[src/rtl/burst_pkg.sv]
package burst_pkg;

	//////////////////////////////
	// Address and length limits
	//////////////////////////////

	// Byte address on the burst bus
	typedef logic [31:0] addr_t;

	// No burst may cross a page of this size
	localparam int unsigned PAGE_BYTES = 4096;

	// Longest burst in beats
	localparam int unsigned MAX_BEATS = 256;

	// Burst length, 1 to 256 beats
	typedef logic [8:0] burst_len_t;

	//////////////////////////////
	// Command and beat records
	//////////////////////////////

	// One burst as issued by a splitter
	typedef struct packed {
		addr_t      addr;
		burst_len_t len;
		logic       src;
	} burst_cmd_t;

	// One beat as driven by the sequencer
	typedef struct packed {
		addr_t addr;
		logic  src;
		// High on the final beat of its burst
		logic  last;
	} beat_t;

endpackage

[src/rtl/burst_splitter.sv]
`timescale 1ns/1ns

module burst_splitter
	import burst_pkg::*;
#(
	parameter int unsigned BEAT_BYTES = 4,
	parameter bit          SRC        = 1'b0
)(
	input  logic       sys_clk,
	input  logic       reset_n,

	// Client side
	input  logic       s_req,
	input  addr_t      s_addr,
	input  logic [31:0] s_len,
	input  logic       s_ready,
	output logic       s_ack,
	output logic       s_done,

	// Toward the arbiter
	output logic       burst_req,
	output burst_cmd_t burst_cmd,
	input  logic       burst_ack,
	input  logic       burst_done
);

	localparam int unsigned PAGE_BITS  = $clog2(PAGE_BYTES);
	localparam int unsigned BEAT_SHIFT = $clog2(BEAT_BYTES);
	localparam int unsigned PAGE_BEATS = PAGE_BYTES / BEAT_BYTES;
	localparam int unsigned ROOM_W     = $clog2(PAGE_BEATS + 1);

	typedef enum logic [1:0] {
		S_IDLE,
		S_WAIT,
		S_NEXT,
		S_DONE
	} state_t;

	state_t            state;

	// Beats still to issue after the current burst
	logic [31:0]       remain;
	// Beats left before the next page boundary
	logic [ROOM_W-1:0] room;

	logic [31:0]       cur_remain;
	logic [ROOM_W-1:0] cur_room;
	addr_t             cur_addr;
	burst_len_t        cut_len;
	logic [ROOM_W-1:0] room_left;
	logic              accept;
	logic              load;

	// Smallest of remaining length, page room and the burst limit
	function automatic burst_len_t min_len(input logic [31:0] a, input logic [31:0] b);
		logic [31:0] m;
		m = (a < b) ? a : b;
		if (m > MAX_BEATS)
			m = MAX_BEATS;
		return burst_len_t'(m);
	endfunction

	//////////////////////////////
	// Next burst calculation
	//////////////////////////////

	// Zero length requests are ignored
	assign accept = (state == S_IDLE) && s_req && (s_len != 32'd0) && s_ready;
	assign load   = accept || ((state == S_NEXT) && s_ready);

	always_comb begin
		if (state == S_IDLE) begin
			// Fresh transfer, room taken from the page offset
			cur_remain = s_len;
			cur_room   = ROOM_W'((PAGE_BYTES - 32'(s_addr[PAGE_BITS-1:0])) >> BEAT_SHIFT);
			cur_addr   = s_addr;
		end else begin
			cur_remain = remain;
			cur_room   = room;
			// Step past the burst just finished
			cur_addr   = burst_cmd.addr + (addr_t'(burst_cmd.len) << BEAT_SHIFT);
		end
	end

	assign cut_len   = min_len(cur_remain, 32'(cur_room));
	assign room_left = cur_room - ROOM_W'(cut_len);

	//////////////////////////////
	// Control FSM
	//////////////////////////////

	always_ff @(posedge sys_clk or negedge reset_n) begin
		if (!reset_n) begin
			state     <= S_IDLE;
			burst_req <= 1'b0;
			s_ack     <= 1'b0;
		end else begin
			s_ack <= accept;
			case (state)
				S_IDLE: begin
					if (accept) begin
						burst_req <= 1'b1;
						state     <= S_WAIT;
					end
				end
				S_WAIT: begin
					if (burst_ack)
						burst_req <= 1'b0;
					if (burst_done)
						state <= (remain == 32'd0) ? S_DONE : S_NEXT;
				end
				S_NEXT: begin
					// Hold here while the client is not ready
					if (s_ready) begin
						burst_req <= 1'b1;
						state     <= S_WAIT;
					end
				end
				S_DONE: begin
					state <= S_IDLE;
				end
				default: begin
					state <= S_IDLE;
				end
			endcase
		end
	end

	// Command and counters are loaded with each new burst
	always_ff @(posedge sys_clk) begin
		if (load) begin
			burst_cmd.addr <= cur_addr;
			burst_cmd.len  <= cut_len;
			burst_cmd.src  <= SRC;
			remain         <= cur_remain - 32'(cut_len);
			// Page used up, the next burst starts on a fresh page
			if (room_left == '0)
				room <= ROOM_W'(PAGE_BEATS);
			else
				room <= room_left;
		end
	end

	assign s_done = (state == S_DONE);

endmodule

[src/rtl/burst_arbiter.sv]
`timescale 1ns/1ns

module burst_arbiter
	import burst_pkg::*;
(
	input  logic       sys_clk,
	input  logic       reset_n,

	// Splitter side
	input  logic [1:0] req,
	input  burst_cmd_t cmd0,
	input  burst_cmd_t cmd1,
	output logic [1:0] ack,
	output logic [1:0] done,

	// Sequencer side
	input  logic       seq_busy,
	input  logic       seq_done,
	output logic       seq_start,
	output burst_cmd_t seq_cmd
);

	// A burst is granted and not yet finished
	logic in_flight;
	// Owner of the burst in flight, also the last source served
	logic owner;
	logic grant;
	logic winner;

	//////////////////////////////
	// Round-robin choice
	//////////////////////////////

	assign grant = !in_flight && !seq_busy && (req != 2'b00);

	always_comb begin
		if (req == 2'b11)
			winner = ~owner;
		else
			winner = req[1];
	end

	always_ff @(posedge sys_clk or negedge reset_n) begin
		if (!reset_n) begin
			in_flight <= 1'b0;
			seq_start <= 1'b0;
			// Channel 0 wins the first tie
			owner     <= 1'b1;
		end else begin
			seq_start <= grant;
			if (grant) begin
				in_flight <= 1'b1;
				owner     <= winner;
			end else if (seq_done) begin
				in_flight <= 1'b0;
			end
		end
	end

	always_ff @(posedge sys_clk) begin
		if (grant)
			seq_cmd <= winner ? cmd1 : cmd0;
	end

	// Steer the handshake back to the owner
	assign ack  = seq_start ? {owner, ~owner} : 2'b00;
	assign done = seq_done  ? {owner, ~owner} : 2'b00;

endmodule

[src/rtl/beat_sequencer.sv]
`timescale 1ns/1ns

module beat_sequencer
	import burst_pkg::*;
#(
	parameter int unsigned BEAT_BYTES = 4
)(
	input  logic       sys_clk,
	input  logic       reset_n,

	// From the arbiter
	input  logic       seq_start,
	input  burst_cmd_t seq_cmd,
	output logic       seq_busy,
	output logic       seq_done,

	// Beat output
	input  logic       beat_stall,
	output logic       beat_valid,
	output beat_t      beat
);

	logic       busy;
	// Beats left, including the one on the bus
	burst_len_t count;
	addr_t      addr;
	logic       src;
	logic       take;
	logic       final_beat;

	// A beat counts on every unstalled cycle
	assign take       = busy && !beat_stall;
	assign final_beat = (count == burst_len_t'(1));

	//////////////////////////////
	// Burst progress
	//////////////////////////////

	always_ff @(posedge sys_clk or negedge reset_n) begin
		if (!reset_n) begin
			busy     <= 1'b0;
			seq_done <= 1'b0;
		end else begin
			seq_done <= take && final_beat;
			if (seq_start)
				busy <= 1'b1;
			else if (take && final_beat)
				busy <= 1'b0;
		end
	end

	// Load on start, then step the address per counted beat
	always_ff @(posedge sys_clk) begin
		if (seq_start) begin
			addr  <= seq_cmd.addr;
			count <= seq_cmd.len;
			src   <= seq_cmd.src;
		end else if (take) begin
			addr  <= addr + addr_t'(BEAT_BYTES);
			count <= count - burst_len_t'(1);
		end
	end

	assign seq_busy   = busy;
	assign beat_valid = busy;

	assign beat.addr = addr;
	assign beat.src  = src;
	assign beat.last = final_beat;

endmodule

[src/rtl/burst_dma_top.sv]
`timescale 1ns/1ns

module burst_dma_top
	import burst_pkg::*;
#(
	parameter int unsigned BEAT_BYTES = 4
)(
	input  logic        sys_clk,
	input  logic        reset_n,

	// Channel 0 client
	input  logic        ch0_req,
	input  addr_t       ch0_addr,
	input  logic [31:0] ch0_len,
	input  logic        ch0_ready,
	output logic        ch0_ack,
	output logic        ch0_done,

	// Channel 1 client
	input  logic        ch1_req,
	input  addr_t       ch1_addr,
	input  logic [31:0] ch1_len,
	input  logic        ch1_ready,
	output logic        ch1_ack,
	output logic        ch1_done,

	// Beat bus
	input  logic        beat_stall,
	output logic        beat_valid,
	output beat_t       beat
);

	logic [1:0] burst_req;
	burst_cmd_t burst_cmd0;
	burst_cmd_t burst_cmd1;
	logic [1:0] burst_ack;
	logic [1:0] burst_done;

	logic       seq_start;
	burst_cmd_t seq_cmd;
	logic       seq_busy;
	logic       seq_done;

	burst_splitter #(
		.BEAT_BYTES (BEAT_BYTES),
		.SRC        (1'b0)
	) splitter0_inst (
		.sys_clk    (sys_clk),
		.reset_n    (reset_n),
		.s_req      (ch0_req),
		.s_addr     (ch0_addr),
		.s_len      (ch0_len),
		.s_ready    (ch0_ready),
		.s_ack      (ch0_ack),
		.s_done     (ch0_done),
		.burst_req  (burst_req[0]),
		.burst_cmd  (burst_cmd0),
		.burst_ack  (burst_ack[0]),
		.burst_done (burst_done[0])
	);

	burst_splitter #(
		.BEAT_BYTES (BEAT_BYTES),
		.SRC        (1'b1)
	) splitter1_inst (
		.sys_clk    (sys_clk),
		.reset_n    (reset_n),
		.s_req      (ch1_req),
		.s_addr     (ch1_addr),
		.s_len      (ch1_len),
		.s_ready    (ch1_ready),
		.s_ack      (ch1_ack),
		.s_done     (ch1_done),
		.burst_req  (burst_req[1]),
		.burst_cmd  (burst_cmd1),
		.burst_ack  (burst_ack[1]),
		.burst_done (burst_done[1])
	);

	burst_arbiter burst_arbiter_inst (
		.sys_clk   (sys_clk),
		.reset_n   (reset_n),
		.req       (burst_req),
		.cmd0      (burst_cmd0),
		.cmd1      (burst_cmd1),
		.ack       (burst_ack),
		.done      (burst_done),
		.seq_busy  (seq_busy),
		.seq_done  (seq_done),
		.seq_start (seq_start),
		.seq_cmd   (seq_cmd)
	);

	beat_sequencer #(
		.BEAT_BYTES (BEAT_BYTES)
	) beat_sequencer_inst (
		.sys_clk    (sys_clk),
		.reset_n    (reset_n),
		.seq_start  (seq_start),
		.seq_cmd    (seq_cmd),
		.seq_busy   (seq_busy),
		.seq_done   (seq_done),
		.beat_stall (beat_stall),
		.beat_valid (beat_valid),
		.beat       (beat)
	);

endmodule

[config.mk]
export PLATFORM = sky130hd
export DESIGN_NAME = burst_dma_top
export DESIGN_NICKNAME = d
export VERILOG_FILES = /design/src/rtl/burst_pkg.sv /design/src/rtl/burst_splitter.sv /design/src/rtl/burst_arbiter.sv /design/src/rtl/beat_sequencer.sv /design/src/rtl/burst_dma_top.sv
export SDC_FILE = /design/constraint.sdc
export NUM_CORES = 1
export LEC_CHECK = 0
export ABC_CLOCK_PERIOD_IN_PS = 18300
export BUFFER_PORTS_ARGS = -buffer_cell sky130_fd_sc_hd__buf_4
export CAP_MARGIN = 15
export CORE_ASPECT_RATIO = 1.4
export CORE_UTILIZATION = 35
export DETAILED_ROUTE_END_ITERATION = 7
export PLACE_DENSITY = 0.56
export SETUP_SLACK_MARGIN = 0.05
export SLEW_MARGIN = 20
export SYNTH_ARGS = -nofsm -noshare
export SYNTH_HDL_FRONTEND = slang
export SYNTH_HIERARCHICAL = 1
export SYNTH_SLANG_ARGS = --single-unit
export TNS_END_PERCENT = 5
[constraint.sdc]
create_clock -name sys_clk -period 18.3 [get_ports sys_clk]
set_clock_uncertainty 0.2 [all_clocks]
set_input_delay 1.83 -clock sys_clk [delete_from_list [all_inputs] [get_ports sys_clk]]
set_output_delay 1.83 -clock sys_clk [all_outputs]
set_load 0.01 [all_outputs]
### After elaboration in Yosys (flattened, before gate mapping)

Index checks and enable logic that the tools add are counted.

| cells by class | value |
|---|---|
| $add $sub $neg | 10 |
| $lt $le $gt $ge | 4 |
| eq/ne operators | 16 |
| multiplexer cells | 40 |
| bitwise logic cells | 1 |
| reductions and logical operators | 35 |

Operators with widths:

| operator | count |
|---|---|
| 32-bit two-way mux | 8 |
| 32-bit by 11-bit adder with 32-bit output | 2 |
| 32-bit by 9-bit greater-than comparator with 1-bit output (second input constant) | 2 |
| 32-bit zero test | 2 |
| 32-bit by 11-bit < comparator with 1-bit output | 2 |
| 32-bit nonzero test | 2 |
| 32-bit by 9-bit subtractor with 32-bit output | 2 |
| 42-bit two-way mux | 1 |
| 9-bit two-way mux | 4 |
| 32-bit by 3-bit adder with 32-bit output (second input constant) | 1 |
| 13-bit by 12-bit subtractor with 13-bit output (first input constant) | 2 |
| 11-bit zero test | 2 |
| 11-bit two-way mux | 2 |
| 11-bit by 9-bit subtractor with 11-bit output | 2 |
| 2-bit two-way mux | 8 |
| 2-bit one-hot mux with 4 select lines | 2 |
| 1-bit two-way mux | 13 |
| 1-bit logical AND | 12 |
| 2-bit equality test (second input constant) | 5 |
| 9-bit by 1-bit equality test with 1-bit output (second input constant) | 1 |
| 9-bit by 1-bit subtractor with 9-bit output (second input constant) | 1 |
| 2-bit by 1-bit != test with 1-bit output (second input constant) | 4 |
| 2-bit != test (second input constant) | 4 |
| 4-bit AND reduction | 2 |
| 9 further kinds | 20 |

| storage, ports and cells | value |
|---|---|
| bits in registers | 265 |
| input port bits | 135 |
| output and inout bits | 39 |
| logic and storage cells | 131 |

### Depth between registers and ports, before layout

Gate-level depths: netlist (run 1).

| logic depth | value |
|---|---|
| depth in word-level cells | 8 |
| gate-level depth with buffers | 27 |
| gate-level depth less buffers | 23 |

### Cells and area by module

The synthesis (run 1) kept the hierarchy.

Modules (own cells, without submodules):

| module | instances | cells each | area an instance (µm²) | sequential area each (µm²) |
|---|---|---|---|---|
| burst_splitter (splitter1_inst) | 1 | 761 | 7071.8 | 2622.5 |
| burst_splitter (splitter0_inst) | 1 | 706 | 6638.9 | 2622.5 |
| beat_sequencer | 1 | 255 | 2567.5 | 1311.3 |
| burst_arbiter | 1 | 103 | 2105.8 | 1337.5 |

### Worst setup path after synthesis (run 1)

Ideal clock, no wire load.

| path | value |
|---|---|
| kind | input to register |
| from | input ch0_addr[0] |
| to | register splitter0_inst.remain[30], data pin |
| setup time | 262 ps |
| arrival time | 7103 ps |
| required time | 17838 ps |
| path slack | 10735 ps |
| stages on the path | 24 |
| buffers on the path | 3 |
| path through | or4_1 > buf_2 > or3_1 > a31oi_2 > ha_1 > and4_1 > and2_1 > o211ai_1 > o21ai_1 > o41a_1 > or3_1 > buf_2 > buf_6 > o22ai_1 > ha_1 > inv_1 > fa_1 > a21o_1 > a21oi_1 > o21ai_0 > a211oi_1 > o211ai_1 > nor3_1 > xnor2_1 |

| between the ends | value |
|---|---|
| longest elaborated chain between the ends | 7 |

RTL lines:

| element | RTL line | text |
|---|---|---|
| start: declaration | burst_dma_top.sv:13 | `input addr_t ch0_addr,` |
| 13-bit by 12-bit subtractor with 13-bit output (*) | burst_splitter.sv:75 | `cur_room = ROOM_W'((PAGE_BYTES - 32'(s_addr[PAGE_BITS-1:0])) >> BEAT_SHIFT);` |
| 11-bit two-way mux (*) | burst_splitter.sv:72 | `if (state == S_IDLE) begin` |
| 32-bit by 11-bit < comparator with 1-bit output | burst_splitter.sv:57 | `m = (a < b) ? a : b;` |
| 32-bit two-way mux (*) | burst_splitter.sv:57 |  |
| 32-bit by 9-bit greater-than comparator with 1-bit output | burst_splitter.sv:58 | `if (m > MAX_BEATS)` |
| 9-bit two-way mux (*) | burst_splitter.sv:58 |  |
| via splitter0_inst.cut_len[0] | burst_splitter.sv:49 | `burst_len_t cut_len;` |
| 32-bit by 9-bit subtractor with 32-bit output (*) | burst_splitter.sv:135 | `remain <= cur_remain - 32'(cut_len);` |
| end signal: assignment | burst_splitter.sv:135 |  |
| end: declaration | burst_splitter.sv:42 | `logic [31:0] remain;` |

Mark *: on every way through the listed nets, which the timed path passes. The rest lies on a longest branch.
A chain may end at the register's enable or synchronous reset.

### Worst setup path in the final report (run 1)

Same ends and word-level chain as after synthesis.

==> impl_results.md, run 1 <==
* Total number of yosys warnings at 6
* Via count of the routed design at 15000
* Fin Hold WS at 232 ps
* Timing-limited maximum frequency at 127 MHz
* Clock buffers created by TritonCTS at 29
* Worst hold start: burst_arbiter_inst/seq_cmd[0]
* Number of sinks on the clock net at 265
* Max Transition Viols Final at 0
* Maximum number of pins on one net before global-route repair at 75
* CP Cell Sequence: buf_4 > or4_1 > or3_1 > a31oi_2 > ha_1 > and4_1 > and2_1 > o211ai_1 > o21ai_1 > o41a_1 > or3_1 > o22ai_1 > ha_1 > inv_1 > fa_1 > a21o_1 > a21oi_1 > o21ai_0 > a211oi_1 > o211ai_1 > nor3_1 > xnor2_1
* Classification of the worst-slack hold path: reg -> reg
* Syn Std Cell Area at 0.0184 mm2
* Stage delay of the slowest cell on the critical path at 710 ps
* Prevailing post-synth register cell: sky130_fd_sc_hd__edfxtp_1
* Maximum Capacitance Violations at 0
* Register area at 0.00790 mm2
* Overall die height at 273 um
* TritonCTS clock tree: done
* Number of buffers added to fix hold violations after cts at 0
* Maximum level of the CTS H-tree at 1
* Via count normalized by instance count at 5.68
* Clock-pin slew on the worst setup and hold paths at 70 ps
* Synth Register Bits at 265
* Power density over cell area at 97.0 mW/mm2
* Cells on worst reg2reg path at 23
* Net count after synthesis at 2041
* Net total in the final layout at 2174
* Clock latency of the later-clocked register in the worst-skew pair at 590 ps
* Startpoint of the most critical register-to-register path: splitter1_inst/state[1]
* Async set-reset flop share out of synthesis at 4.91%
* Post-synth cell types at 97
* Yosys top cell area share at 41.2%
* Gate count after technology mapping at 1825
* Worst hold stages at 0
* Slew at the pin closest to its max-slew limit at 1060 ps
* Chip Width at 196 um
* Number of global-route vias before repair at 14900
* Path type of the worst setup path: in -> reg
* Max VDD drop at 0.0612 mV
* Remaining design rule violation count at 0
* Final period util at 42.9%
* Die area at 0.0535 mm2
* Run status: complete, no violations
* Sort of element at the end of the critical path: register
* Commonest cells after routing, fill and taps aside: 252 x sky130_fd_sc_hd__edfxtp_1, 186 x sky130_fd_sc_hd__buf_4, 157 x sky130_fd_sc_hd__nand2_1
* Multi-input logic area at 0.00979 mm2
* Critical path launch point: ch0_addr[0]
* Number of routed nets with antenna violations at 0
* Initial cell density of the core at 35.3%
* Startpoint class of the critical path: input pin
* Io pins at 174
* Sequential element share of the synthesized area at 42.9%
* Total number of placement rows at 99
* Data required, critical path at 18440 ps
* Worst slew margin at 29.5%
* Number of buffers on the longest clock path at 3
* Cells taking the most area after synthesis: sky130_fd_sc_hd__edfxtp_1 41%, sky130_fd_sc_hd__ha_1 5.1%, sky130_fd_sc_hd__mux2i_1 3.5%
* Initial drt markers at 929
* Clock root buffer: sky130_fd_sc_hd__clkbuf_16
* Count of buffers added by post-CTS timing repair for setup at 0
* # fillers at 5100
* Setup repair after global routing missed its margin: no
* Number of detailed-route iterations in the first pass at 7
* Total routing usage reported by global routing at 20.4%
* Layout cell share with drive strength beyond 1 at 16.5%
* Hold Vio Cnt, Final at 0
* Final count of negative-setup-slack endpoints at 0
* Worst endpoint data arrival time at 7980 ps
* Signed area change from the synthesized netlist to the final layout at 14.9%
* Most common cell after layout, fill and taps aside: sky130_fd_sc_hd__edfxtp_1
* Yosys top cell by area: sky130_fd_sc_hd__edfxtp_1
* Crit path max-delay cell type: sky130_fd_sc_hd__or4_1
* GRT Residual Overflow at 0
* Avg Synthesized Cell Area at 10.1 um2
* Final-layout setup total negative slack at 0 ps
* Weighted congestion reported at the end of routability-driven placement at 0.894
* HPWL Detailed at 42.0 mm
* Detail-routed net length per standard cell at 21.2 um
* Top fanout value on the critical path at 15
* Antenna violations before repair at 1
* Total detailed-routing wirelength at 55.8 mm
* Wire length of the first global-routing pass at 85.1 mm
* Count of flip-flops with a built-in enable after synthesis at 252
* Post-layout minimum cycle time at 7850 ps
* Resize count post-CTS at 0
* Core outline area at 0.0520 mm2
* Static leakage at 0.00765 uW
* IO buf count at 173
-- kinds of logic after synthesis --
kind of cell    Yosys count  share of synthesized area (%)
buf+inv                 158                           4.05
fa+ha+maj                81                           5.76
mux                     112                           7.26
xor+xnor                117                           5.57
simple gates            669                           18.8
compound gates          421                           15.6
flops                   265                           42.9
other cells               2                         0.0409
-- worst max-delay path: cells and delay by family --
| family | cells | cell delay (ps) |
|---|---|---|
| buf+inv | 2 | 180 |
| compound gates | 10 | 2570 |
| fa+ha+maj | 3 | 930 |
| xor+xnor | 1 | 90 |
| simple gates | 6 | 2370 |
-- final timing paths --
path | end | slack, ps
worst max-delay path | splitter0_inst/remain[30] | 10450
worst max register to register | splitter1_inst/remain[18] | 10620
min in group asynchronous | splitter0_inst/s_ack | 900
worst min register to register | beat_sequencer_inst/src | 230
max in group asynchronous | burst_arbiter_inst/owner | 16740
worst min-delay path | beat_sequencer_inst/src | 230
-- state kept, by name, indices dropped and copies added, names as in the netlist, 2 cells and up --
signal	cells
burst_arbiter_inst/seq_cmd	42
splitter0_inst/burst_cmd	41
splitter1_inst/burst_cmd	41
beat_sequencer_inst/addr	32
splitter0_inst/remain	32
splitter1_inst/remain	32
splitter0_inst/room	11
splitter1_inst/room	11
beat_sequencer_inst/count	9
splitter0_inst/state	2
splitter1_inst/state	2
-- through the flow --
step	power, uW	util [%]	cells	setup slack [ps]	cell area [um2]
2_1_floorplan	1270	-	1825	10740	18400
3_3_place_gp	1460	38.8	2583	10040	20200
3_5_place_dp	1470	38.8	2583	9880	20200
4_1_cts	2060	40.6	2637	10520	21100
5_1_grt	2160	40.6	2638	10050	21100
6_report	2050	40.6	2638	10450	21100
-- cell usage after synthesis, types with 12 or more instances --
library cell and n:
sky130_fd_sc_hd__edfxtp_1 252, sky130_fd_sc_hd__nand2_1 159, sky130_fd_sc_hd__nor2_1 157, sky130_fd_sc_hd__o21ai_0 101, sky130_fd_sc_hd__a21oi_1 80, sky130_fd_sc_hd__ha_1 75, sky130_fd_sc_hd__inv_1 74, sky130_fd_sc_hd__mux2i_1 64
sky130_fd_sc_hd__xnor2_1 63, sky130_fd_sc_hd__nor3_1 58, sky130_fd_sc_hd__xor2_1 54, sky130_fd_sc_hd__nor4_1 48, sky130_fd_sc_hd__nand3_1 46, sky130_fd_sc_hd__mux2_4 41, sky130_fd_sc_hd__clkbuf_1 32, sky130_fd_sc_hd__o211ai_1 31
sky130_fd_sc_hd__nand4_1 30, sky130_fd_sc_hd__a31oi_1 29, sky130_fd_sc_hd__o31ai_1 27, sky130_fd_sc_hd__or4_1 27, sky130_fd_sc_hd__and2_1 22, sky130_fd_sc_hd__buf_2 21, sky130_fd_sc_hd__o21a_1 21, sky130_fd_sc_hd__or3_1 19
sky130_fd_sc_hd__and3_1 18, sky130_fd_sc_hd__nor2b_1 17, sky130_fd_sc_hd__nand2b_1 13, sky130_fd_sc_hd__o2111ai_1 13, sky130_fd_sc_hd__dfrtp_1 12
-- per-layer routing --
metal | vias up | part of all wire, % | track usage (%)
met4 | 0 | 3.8 | 8.22
met3 | 92 | 4.3 | 2.16
li1 | 7169 | - | -
met2 | 426 | 52 | 37.7
met1 | 7284 | 40 | 23.9
met5 | - | 0 | 0
-- area by class of cell --
cell class	instances	area share [%]
Sequential cell	265	37.4
Timing Repair Buffer	186	6.61
Inverter	74	1.32
Multi-Input combinational cell	1402	46.4
Tap cell	656	3.89
Clock buffer	43	3.97
Antenna cell	1	0.0118
Clock inverter	11	0.480
-- where the power goes --
part / total, uW / switching [uW] / internal [uW] / leakage, uW
Clock: 592 / 260 / 332 / 0.000457
Combinational: 665 / 399 / 266 / 0.00472
Sequential: 793 / 45.0 / 748 / 0.00247
Note: power is estimated with default switching activity, not from simulation.
==> run 2: changes to the inputs <==
ABC_CLOCK_PERIOD_IN_PS = 6400   (was 18300)
PLACE_DENSITY = 0.58   (was 0.56)
clock period = 6.4 ns   (was 18.3 ns; I/O delays follow)
==> impl_results.md, run 2 (same netlist as run 1, synthesis figures left out) <==
* Run status: complete, no violations
* Startpoint class of the critical path: input pin
* Relative contribution of sequential cells to total power at 36.3% (-2.4 points)
* Chip Width at 196 um (unchanged)
* Post-layout minimum cycle time at 6020 ps
* Layout cell share with drive strength beyond 1 at 21.3% (+4.8 points)
* Number of detailed-route iterations in the first pass at 5 (-2)
* Wire length of the first global-routing pass at 89.7 mm (+5.3%)
* Signed area change from the synthesized netlist to the final layout at 20.4%
* Fin Hold WS at 130 ps (-102 ps)
* Initial cell density of the core at 35.3% (unchanged)
* TritonCTS clock tree: done
* Total detailed-routing wirelength at 58.5 mm (+4.8%)
* Worst endpoint data arrival time at 6150 ps (-1830 ps)
* Maximum Capacitance Violations at 0 (unchanged)
* Final-layout setup total negative slack at 0 ps (unchanged)
* Final period util at 94.1%
* Antenna violations before repair at 2 (+1)
* Static leakage at 0.00822 uW (+7.5%)
* Worst reg2reg setup slack at 400 ps (-10220 ps)
* Worst slew margin at 32.3% (+2.8 points)
* Cells on worst reg2reg path at 21 (-8.7%)
* Overall die height at 273 um (unchanged)
* Cell area after placement at 0.0210 mm2 (+4.2%)
* Number of buffers on the longest clock path at 3 (unchanged)
* IO buf count at 173 (unchanged)
* Maximum number of pins on one net before global-route repair at 83 (+11%)
* Most common cell after layout, fill and taps aside: sky130_fd_sc_hd__buf_4
* Switch share at 33.3% (-1.0 points)
* Clock buffers created by TritonCTS at 29 (unchanged)
* Top fanout value on the critical path at 6 (-9)
* Power density over cell area at 281 mW/mm2 (+190%)
* Maximum level of the CTS H-tree at 1 (unchanged)
* Total routing usage reported by global routing at 21.5% (+1.1 points)
* Detail-routed net length per standard cell at 21.3 um (+0.62%)
* HPWL Detailed at 45.2 mm (+7.5%)
* Worst hold path endpoint: beat_sequencer_inst/beat_valid
* Via count normalized by instance count at 5.62 (-0.88%)
* Commonest cells after routing, fill and taps aside: 294 x sky130_fd_sc_hd__buf_4, 252 x sky130_fd_sc_hd__edfxtp_1, 157 x sky130_fd_sc_hd__nand2_1
* Sort of element at the end of the critical path: register
* Startpoint of the most critical register-to-register path: splitter0_inst/state[1]
* Number of sinks on the clock net at 265 (unchanged)
* Terminus of the critical flop-to-flop path: splitter0_inst/remain[30]
* Timing-limited maximum frequency at 166 MHz
* Number of routed nets with antenna violations at 0 (unchanged)
* Registers with the most flip-flops: burst_arbiter_inst/seq_cmd: 42 flops, splitter0_inst/burst_cmd: 41 flops, splitter1_inst/burst_cmd: 41 flops
* Path type of the worst setup path: in -> reg
* Switching power total at 2070 uW (+190%)
* Clock power frac at 29.9% (+1.0 points)
* Total number of placement rows at 99 (unchanged)
* Io pins at 174 (unchanged)
* Number of instances in the placed design at 2692 (+4.2%)
* Initial drt markers at 1033 (+11%)
* Number of flip-flops under the largest register name at 42 (unchanged)
* Die area at 0.0535 mm2 (unchanged)
* Core outline area at 0.0520 mm2 (unchanged)
* Weighted congestion reported at the end of routability-driven placement at 0.927 (+3.6%)
* Total power consumption of the routed design at 6220 uW (+200%)
* Register name with the most flops: burst_arbiter_inst/seq_cmd
* Remaining design rule violation count at 0 (unchanged)
* Clock root buffer: sky130_fd_sc_hd__clkbuf_16
* Internal power consumption at 4140 uW (+210%)
* Via count of the routed design at 15500 (+3.3%)
* Hold Vio Cnt, Final at 0 (unchanged)
* Worst hold stages at 3 (+3)
* Setup repair after global routing missed its margin: yes
* Max Transition Viols Final at 0 (unchanged)
* Design area at 0.0221 mm2 (+4.8%)
* GRT Residual Overflow at 0 (unchanged)
* Net total in the final layout at 2285 (+5.1%)
* # fillers at 5028 (-1.4%)
* Number of global-route vias before repair at 15600 (+4.6%)
* Final count of negative-setup-slack endpoints at 0 (unchanged)
* Classification of the worst-slack hold path: in -> reg
* Combinational power share at 33.8% (+1.3 points)
* Data required, critical path at 6520 ps (-11920 ps)
* Slew at the pin closest to its max-slew limit at 1020 ps (-42.7 ps)
* Clock-pin slew on the worst setup and hold paths at 60 ps (about the same)
* Max VDD drop at 0.204 mV (+230%)
* Clock latency of the later-clocked register in the worst-skew pair at 580 ps (about the same)
* Worst hold start: beat_stall
* Final Instance Count excl. Fillers at 2749 (+4.2%)
## run 2: changes by cell type in the layout (fill, tap and decap cells not counted), moves of 2 or more
cell and change:
sky130_fd_sc_hd__mux2i_1 -3, sky130_fd_sc_hd__buf_4 +108, sky130_fd_sc_hd__mux2i_4 +3, sky130_fd_sc_hd__clkinv_1 -2
sky130_fd_sc_hd__bufinv_16 +4
## run 2: what timing repair did
| action | CTS | global route |
|---|---|---|
| resized for setup | 0 | 9 |
| hold buffers | 1 | 0 |
| hold endpoints to repair | 13 | 0 |
| setup endpoints to repair | 0 | 18 |
| setup buffers | 0 | 1 |
## run 2: critical path: stages
cell                       delay [ps]
sky130_fd_sc_hd__buf_4            110
sky130_fd_sc_hd__or4_1            580
sky130_fd_sc_hd__buf_4            180
sky130_fd_sc_hd__nor4_1           240
sky130_fd_sc_hd__o31a_1           240
sky130_fd_sc_hd__ha_1             280
sky130_fd_sc_hd__and4_1           220
sky130_fd_sc_hd__and2_1           150
sky130_fd_sc_hd__o211ai_1         150
sky130_fd_sc_hd__o21ai_1          100
sky130_fd_sc_hd__o41a_1           420
sky130_fd_sc_hd__or3_1            460
sky130_fd_sc_hd__o22ai_1          250
sky130_fd_sc_hd__ha_1             230
sky130_fd_sc_hd__inv_1             60
sky130_fd_sc_hd__fa_1             390
sky130_fd_sc_hd__a21o_1           180
sky130_fd_sc_hd__a21oi_1          170
sky130_fd_sc_hd__o21ai_0          150
sky130_fd_sc_hd__a211oi_2         250
sky130_fd_sc_hd__o211ai_1         270
sky130_fd_sc_hd__nor3_1           320
sky130_fd_sc_hd__xnor2_1           90
## run 2: how the worst max path moves through the flow
| stage | startpoint | to | slack, ps | cells past startpoint |
|---|---|---|---|---|
| 6_report | ch0_addr[0] | splitter0_inst/remain[30] | 380 | 23 |
| 2_1_floorplan | ch0_addr[0] | splitter0_inst/remain[30] | 110 | 24 |
| 5_1_grt | ch1_addr[0] | splitter1_inst/remain[18] | 3 | 25 |
| 3_3_place_gp | ch0_addr[0] | splitter0_inst/room[10] | -30 | 23 |
| 4_1_cts | splitter0_inst/state[1] | splitter0_inst/room[10] | 290 | 20 |
| 3_5_place_dp | ch1_addr[0] | splitter1_inst/room[10] | -150 | 26 |
## run 2: metrics by stage
stage / setup WS, ps / utilization, %
after detailed placement: -149 / 40.4
after global routing: 2.76 / 42.5
after global placement: -27.9 / 40.4
after floorplan: 107 / -
after CTS: 292 / 42.4
final: 376 / 42.5
## run 2: power groups by stage
stage               clock network, uW  registers [uW]  logic [uW]
global route                     1960            2270        2310
finish                           1860            2250        2100
CTS                              1900            2250        2080
floorplan                           0            2260        1370
global placement                    0            2290        2040
detailed placement                  0            2290        2070
## run 2: area by class of cell
type / instances / area [um2] / share of cell area (%)
clock buffer: 42 / 835 / 3.77
multi-input combinational: 1402 / 9850 / 44.5
antenna: 1 / 2.50 / 0.0113
timing repair buffer: 297 / 2250 / 10.2
sequential: 265 / 7900 / 35.7
tap: 656 / 821 / 3.71
clock inverter: 12 / 206 / 0.933
inverter: 74 / 278 / 1.26
## run 2: routing by layer
layer / global-route usage (%) / share of wire [%]
met5: 0 / 0.022
met4: 9.00 / 4.1
met3: 2.02 / 3.6
met2: 40.1 / 52
met1: 25.0 / 40
==> run 3: changes to the inputs <==
RECOVER_POWER = 100   (was unset)
==> impl_results.md, run 3 (same netlist as run 1, synthesis figures left out) <==
* Sort of element at the end of the critical path: register
* Most heavily used metal layer in global routing: met2
* Most common cell after layout, fill and taps aside: sky130_fd_sc_hd__edfxtp_1
* Timing-limited maximum frequency at 166 MHz (about the same)
* Register name with the most flops: burst_arbiter_inst/seq_cmd
* Total detailed-routing wirelength at 58.6 mm (+0.19%)
* Number of detailed-route iterations in the first pass at 5 (unchanged)
* Overall die height at 273 um (unchanged)
* Commonest cells after routing, fill and taps aside: 252 x sky130_fd_sc_hd__edfxtp_1, 223 x sky130_fd_sc_hd__buf_4, 158 x sky130_fd_sc_hd__nand2_1
* GR met1 Demand/Resource at 25.0% (unchanged)
* IO buf count at 173 (unchanged)
* Initial drt markers at 1020 (-1.3%)
* Data required, critical path at 6530 ps (about the same)
* Total number of placement rows at 99 (unchanged)
* Number of routed nets with antenna violations at 0 (unchanged)
* Final core utilization at 41.8% (-0.70 points)
* Violated checks: max-capacitance violations, max-slew violations
* Clock latency of the later-clocked register in the worst-skew pair at 580 ps (about the same)
* Weighted congestion reported at the end of routability-driven placement at 0.927 (unchanged)
* Worst slack after detailed placement at -149 ps (unchanged)
* Core outline area at 0.0520 mm2 (unchanged)
* Final period util at 94.1% (about the same)
* Classification of the worst-slack hold path: in -> reg
* Maximum level of the CTS H-tree at 1 (unchanged)
* Maximum Capacitance Violations at 7 (+7)
* Initial cell density of the core at 35.3% (unchanged)
* HPWL Detailed at 45.2 mm (unchanged)
* Clock root buffer: sky130_fd_sc_hd__clkbuf_16
* Setup repair after global routing missed its margin: yes
* Static leakage at 0.00792 uW (-3.7%)
* Clock-pin slew on the worst setup and hold paths at 60 ps (about the same)
* Remaining design rule violation count at 0 (unchanged)
* Net total in the final layout at 2285 (unchanged)
* Layout cell share with drive strength beyond 1 at 16.9% (-4.4 points)
* Chip Width at 196 um (unchanged)
* Top fanout value on the critical path at 6 (unchanged)
* Number of sinks on the clock net at 265 (unchanged)
* Die area at 0.0535 mm2 (unchanged)
* Clock buffers created by TritonCTS at 29 (unchanged)
* Final count of negative-setup-slack endpoints at 0 (unchanged)
* Fin Hold WS at 127 ps (-2.71 ps)
* Power density over cell area at 284 mW/mm2 (+0.97%)
* Registers with the most flip-flops: burst_arbiter_inst/seq_cmd: 42 flops, splitter0_inst/burst_cmd: 41 flops, splitter1_inst/burst_cmd: 41 flops
* GRT met3 Usage at 2.02% (unchanged)
* TritonCTS clock tree: done
* Signed area change from the synthesized netlist to the final layout at 18.4%
* Number of buffers on the longest clock path at 3 (unchanged)
* Number of instances in the placed design at 2692 (unchanged)
* Hold Vio Cnt, Final at 0 (unchanged)
* Post-layout minimum cycle time at 6020 ps (-2.74 ps)
* Maximum number of pins on one net before global-route repair at 83 (unchanged)
* Wire length of the first global-routing pass at 89.7 mm (unchanged)
* Total power consumption of the routed design at 6170 uW (-0.68%)
* GRT Residual Overflow at 0 (unchanged)
* Total routing usage reported by global routing at 21.5% (unchanged)
* Grt met2 use at 40.1% (unchanged)
* Final Instance Count excl. Fillers at 2749 (unchanged)
* Worst slew margin at -175% (-210 points)
* Via count of the routed design at 15500 (+0.16%)
* Via count normalized by instance count at 5.63 (+0.16%)
* Final WS setup at 379 ps (+2.74 ps)
* Io pins at 174 (unchanged)
* Worst endpoint data arrival time at 6150 ps (about the same)
* Number of global-route vias before repair at 15600 (unchanged)
* Detail-routed net length per standard cell at 21.3 um (+0.19%)
* Number of flip-flops under the largest register name at 42 (unchanged)
* Max VDD drop at 0.204 mV (+0.14%)
* Antenna violations before repair at 2 (unchanged)
* Path type of the worst setup path: in -> reg
* Startpoint class of the critical path: input pin
* Slew at the pin closest to its max-slew limit at 4090 ps (+3080 ps)
* Max Transition Viols Final at 359 (+359)
* Run status: complete, but fails checks
[run 3: changes by cell type in the layout (fill, tap and decap cells not counted), moves of 2 or more]
cell	previous run	this run
sky130_fd_sc_hd__and2_0	0	6
sky130_fd_sc_hd__and2_1	22	18
sky130_fd_sc_hd__and2_2	2	0
sky130_fd_sc_hd__buf_4	294	223
sky130_fd_sc_hd__clkbuf_1	7	68
sky130_fd_sc_hd__clkbuf_2	0	2
sky130_fd_sc_hd__clkbuf_4	0	9
sky130_fd_sc_hd__mux2_1	0	23
sky130_fd_sc_hd__mux2_4	41	19
[run 3: timing repair]
item | 4_1_cts | 5_1_grt
endpoints found under the setup margin | 0 | 18
setup buffers | 0 | 1
gates resized for setup | 0 | 9
hold buffers | 1 | 0
endpoints found under the hold margin | 13 | 0
[run 3: power breakdown]
group / leakage [uW] / switching (uW) / internal (uW)
sequential: 0.00248 / 114 / 2140
combinational: 0.00494 / 1210 / 849
clock: 0.000509 / 748 / 1110
[run 3: critical path: stages]
cell                       delay (ps)
sky130_fd_sc_hd__clkbuf_4         110
sky130_fd_sc_hd__or4_1            580
sky130_fd_sc_hd__clkbuf_1         160
sky130_fd_sc_hd__nor4_1           250
sky130_fd_sc_hd__o31a_1           240
sky130_fd_sc_hd__ha_1             280
sky130_fd_sc_hd__and4_1           220
sky130_fd_sc_hd__and2_1           150
sky130_fd_sc_hd__o211ai_1         150
sky130_fd_sc_hd__o21ai_0          130
sky130_fd_sc_hd__o41a_1           420
sky130_fd_sc_hd__or3_1            460
sky130_fd_sc_hd__o22ai_1          230
sky130_fd_sc_hd__ha_1             220
sky130_fd_sc_hd__inv_1             60
sky130_fd_sc_hd__fa_1             390
sky130_fd_sc_hd__a21o_1           170
sky130_fd_sc_hd__a21oi_1          160
sky130_fd_sc_hd__o21ai_0          130
sky130_fd_sc_hd__a211oi_1         300
sky130_fd_sc_hd__o211ai_1         290
sky130_fd_sc_hd__nor3_1           310
sky130_fd_sc_hd__xnor2_1           90
[run 3: worst paths after layout]
kind / from / cells past startpoint / slack [ps] / end
min in group asynchronous: reset_n / 2 / 500 / splitter0_inst/state[0]
worst max register to register: splitter0_inst/state[1] / 21 / 400 / splitter0_inst/remain[30]
worst max-delay path: ch0_addr[0] / 23 / 380 / splitter0_inst/remain[30]
max in group asynchronous: reset_n / 2 / 4920 / splitter1_inst/state[0]
worst min-delay path: beat_stall / 3 / 130 / beat_sequencer_inst/beat_valid
worst min register to register: burst_arbiter_inst/seq_cmd[0] / 0 / 230 / beat_sequencer_inst/src
[run 3: per-layer routing]
layer / up-vias / share of wire [%] / routed length [um]
met4: 2 / 4.4 / 2560
met5: - / 0.022 / 13
met1: 7545 / 40 / 23500
met2: 415 / 52 / 30300
met3: 113 / 3.8 / 2240
li1: 7412 / - / -
[run 3: area by class of cell]
class | instances | area [um2]
Antenna cell | 1 | 2.50
Clock buffer | 42 | 835
Clock inverter | 12 | 206
Fill cell | 5110 | 30300
Inverter | 74 | 278
Multi-Input combinational cell | 1402 | 9720
Sequential cell | 265 | 7890
Tap cell | 656 | 821
Timing Repair Buffer | 297 | 2010
[run 3: stage by stage]
stage | area, um2 | TNS, ps
global placement | 21000 | -33.1
CTS | 22100 | 0
detailed placement | 21000 | -734
global route | 21800 | 0
floorplan | 18400 | 0
finish | 21800 | 0
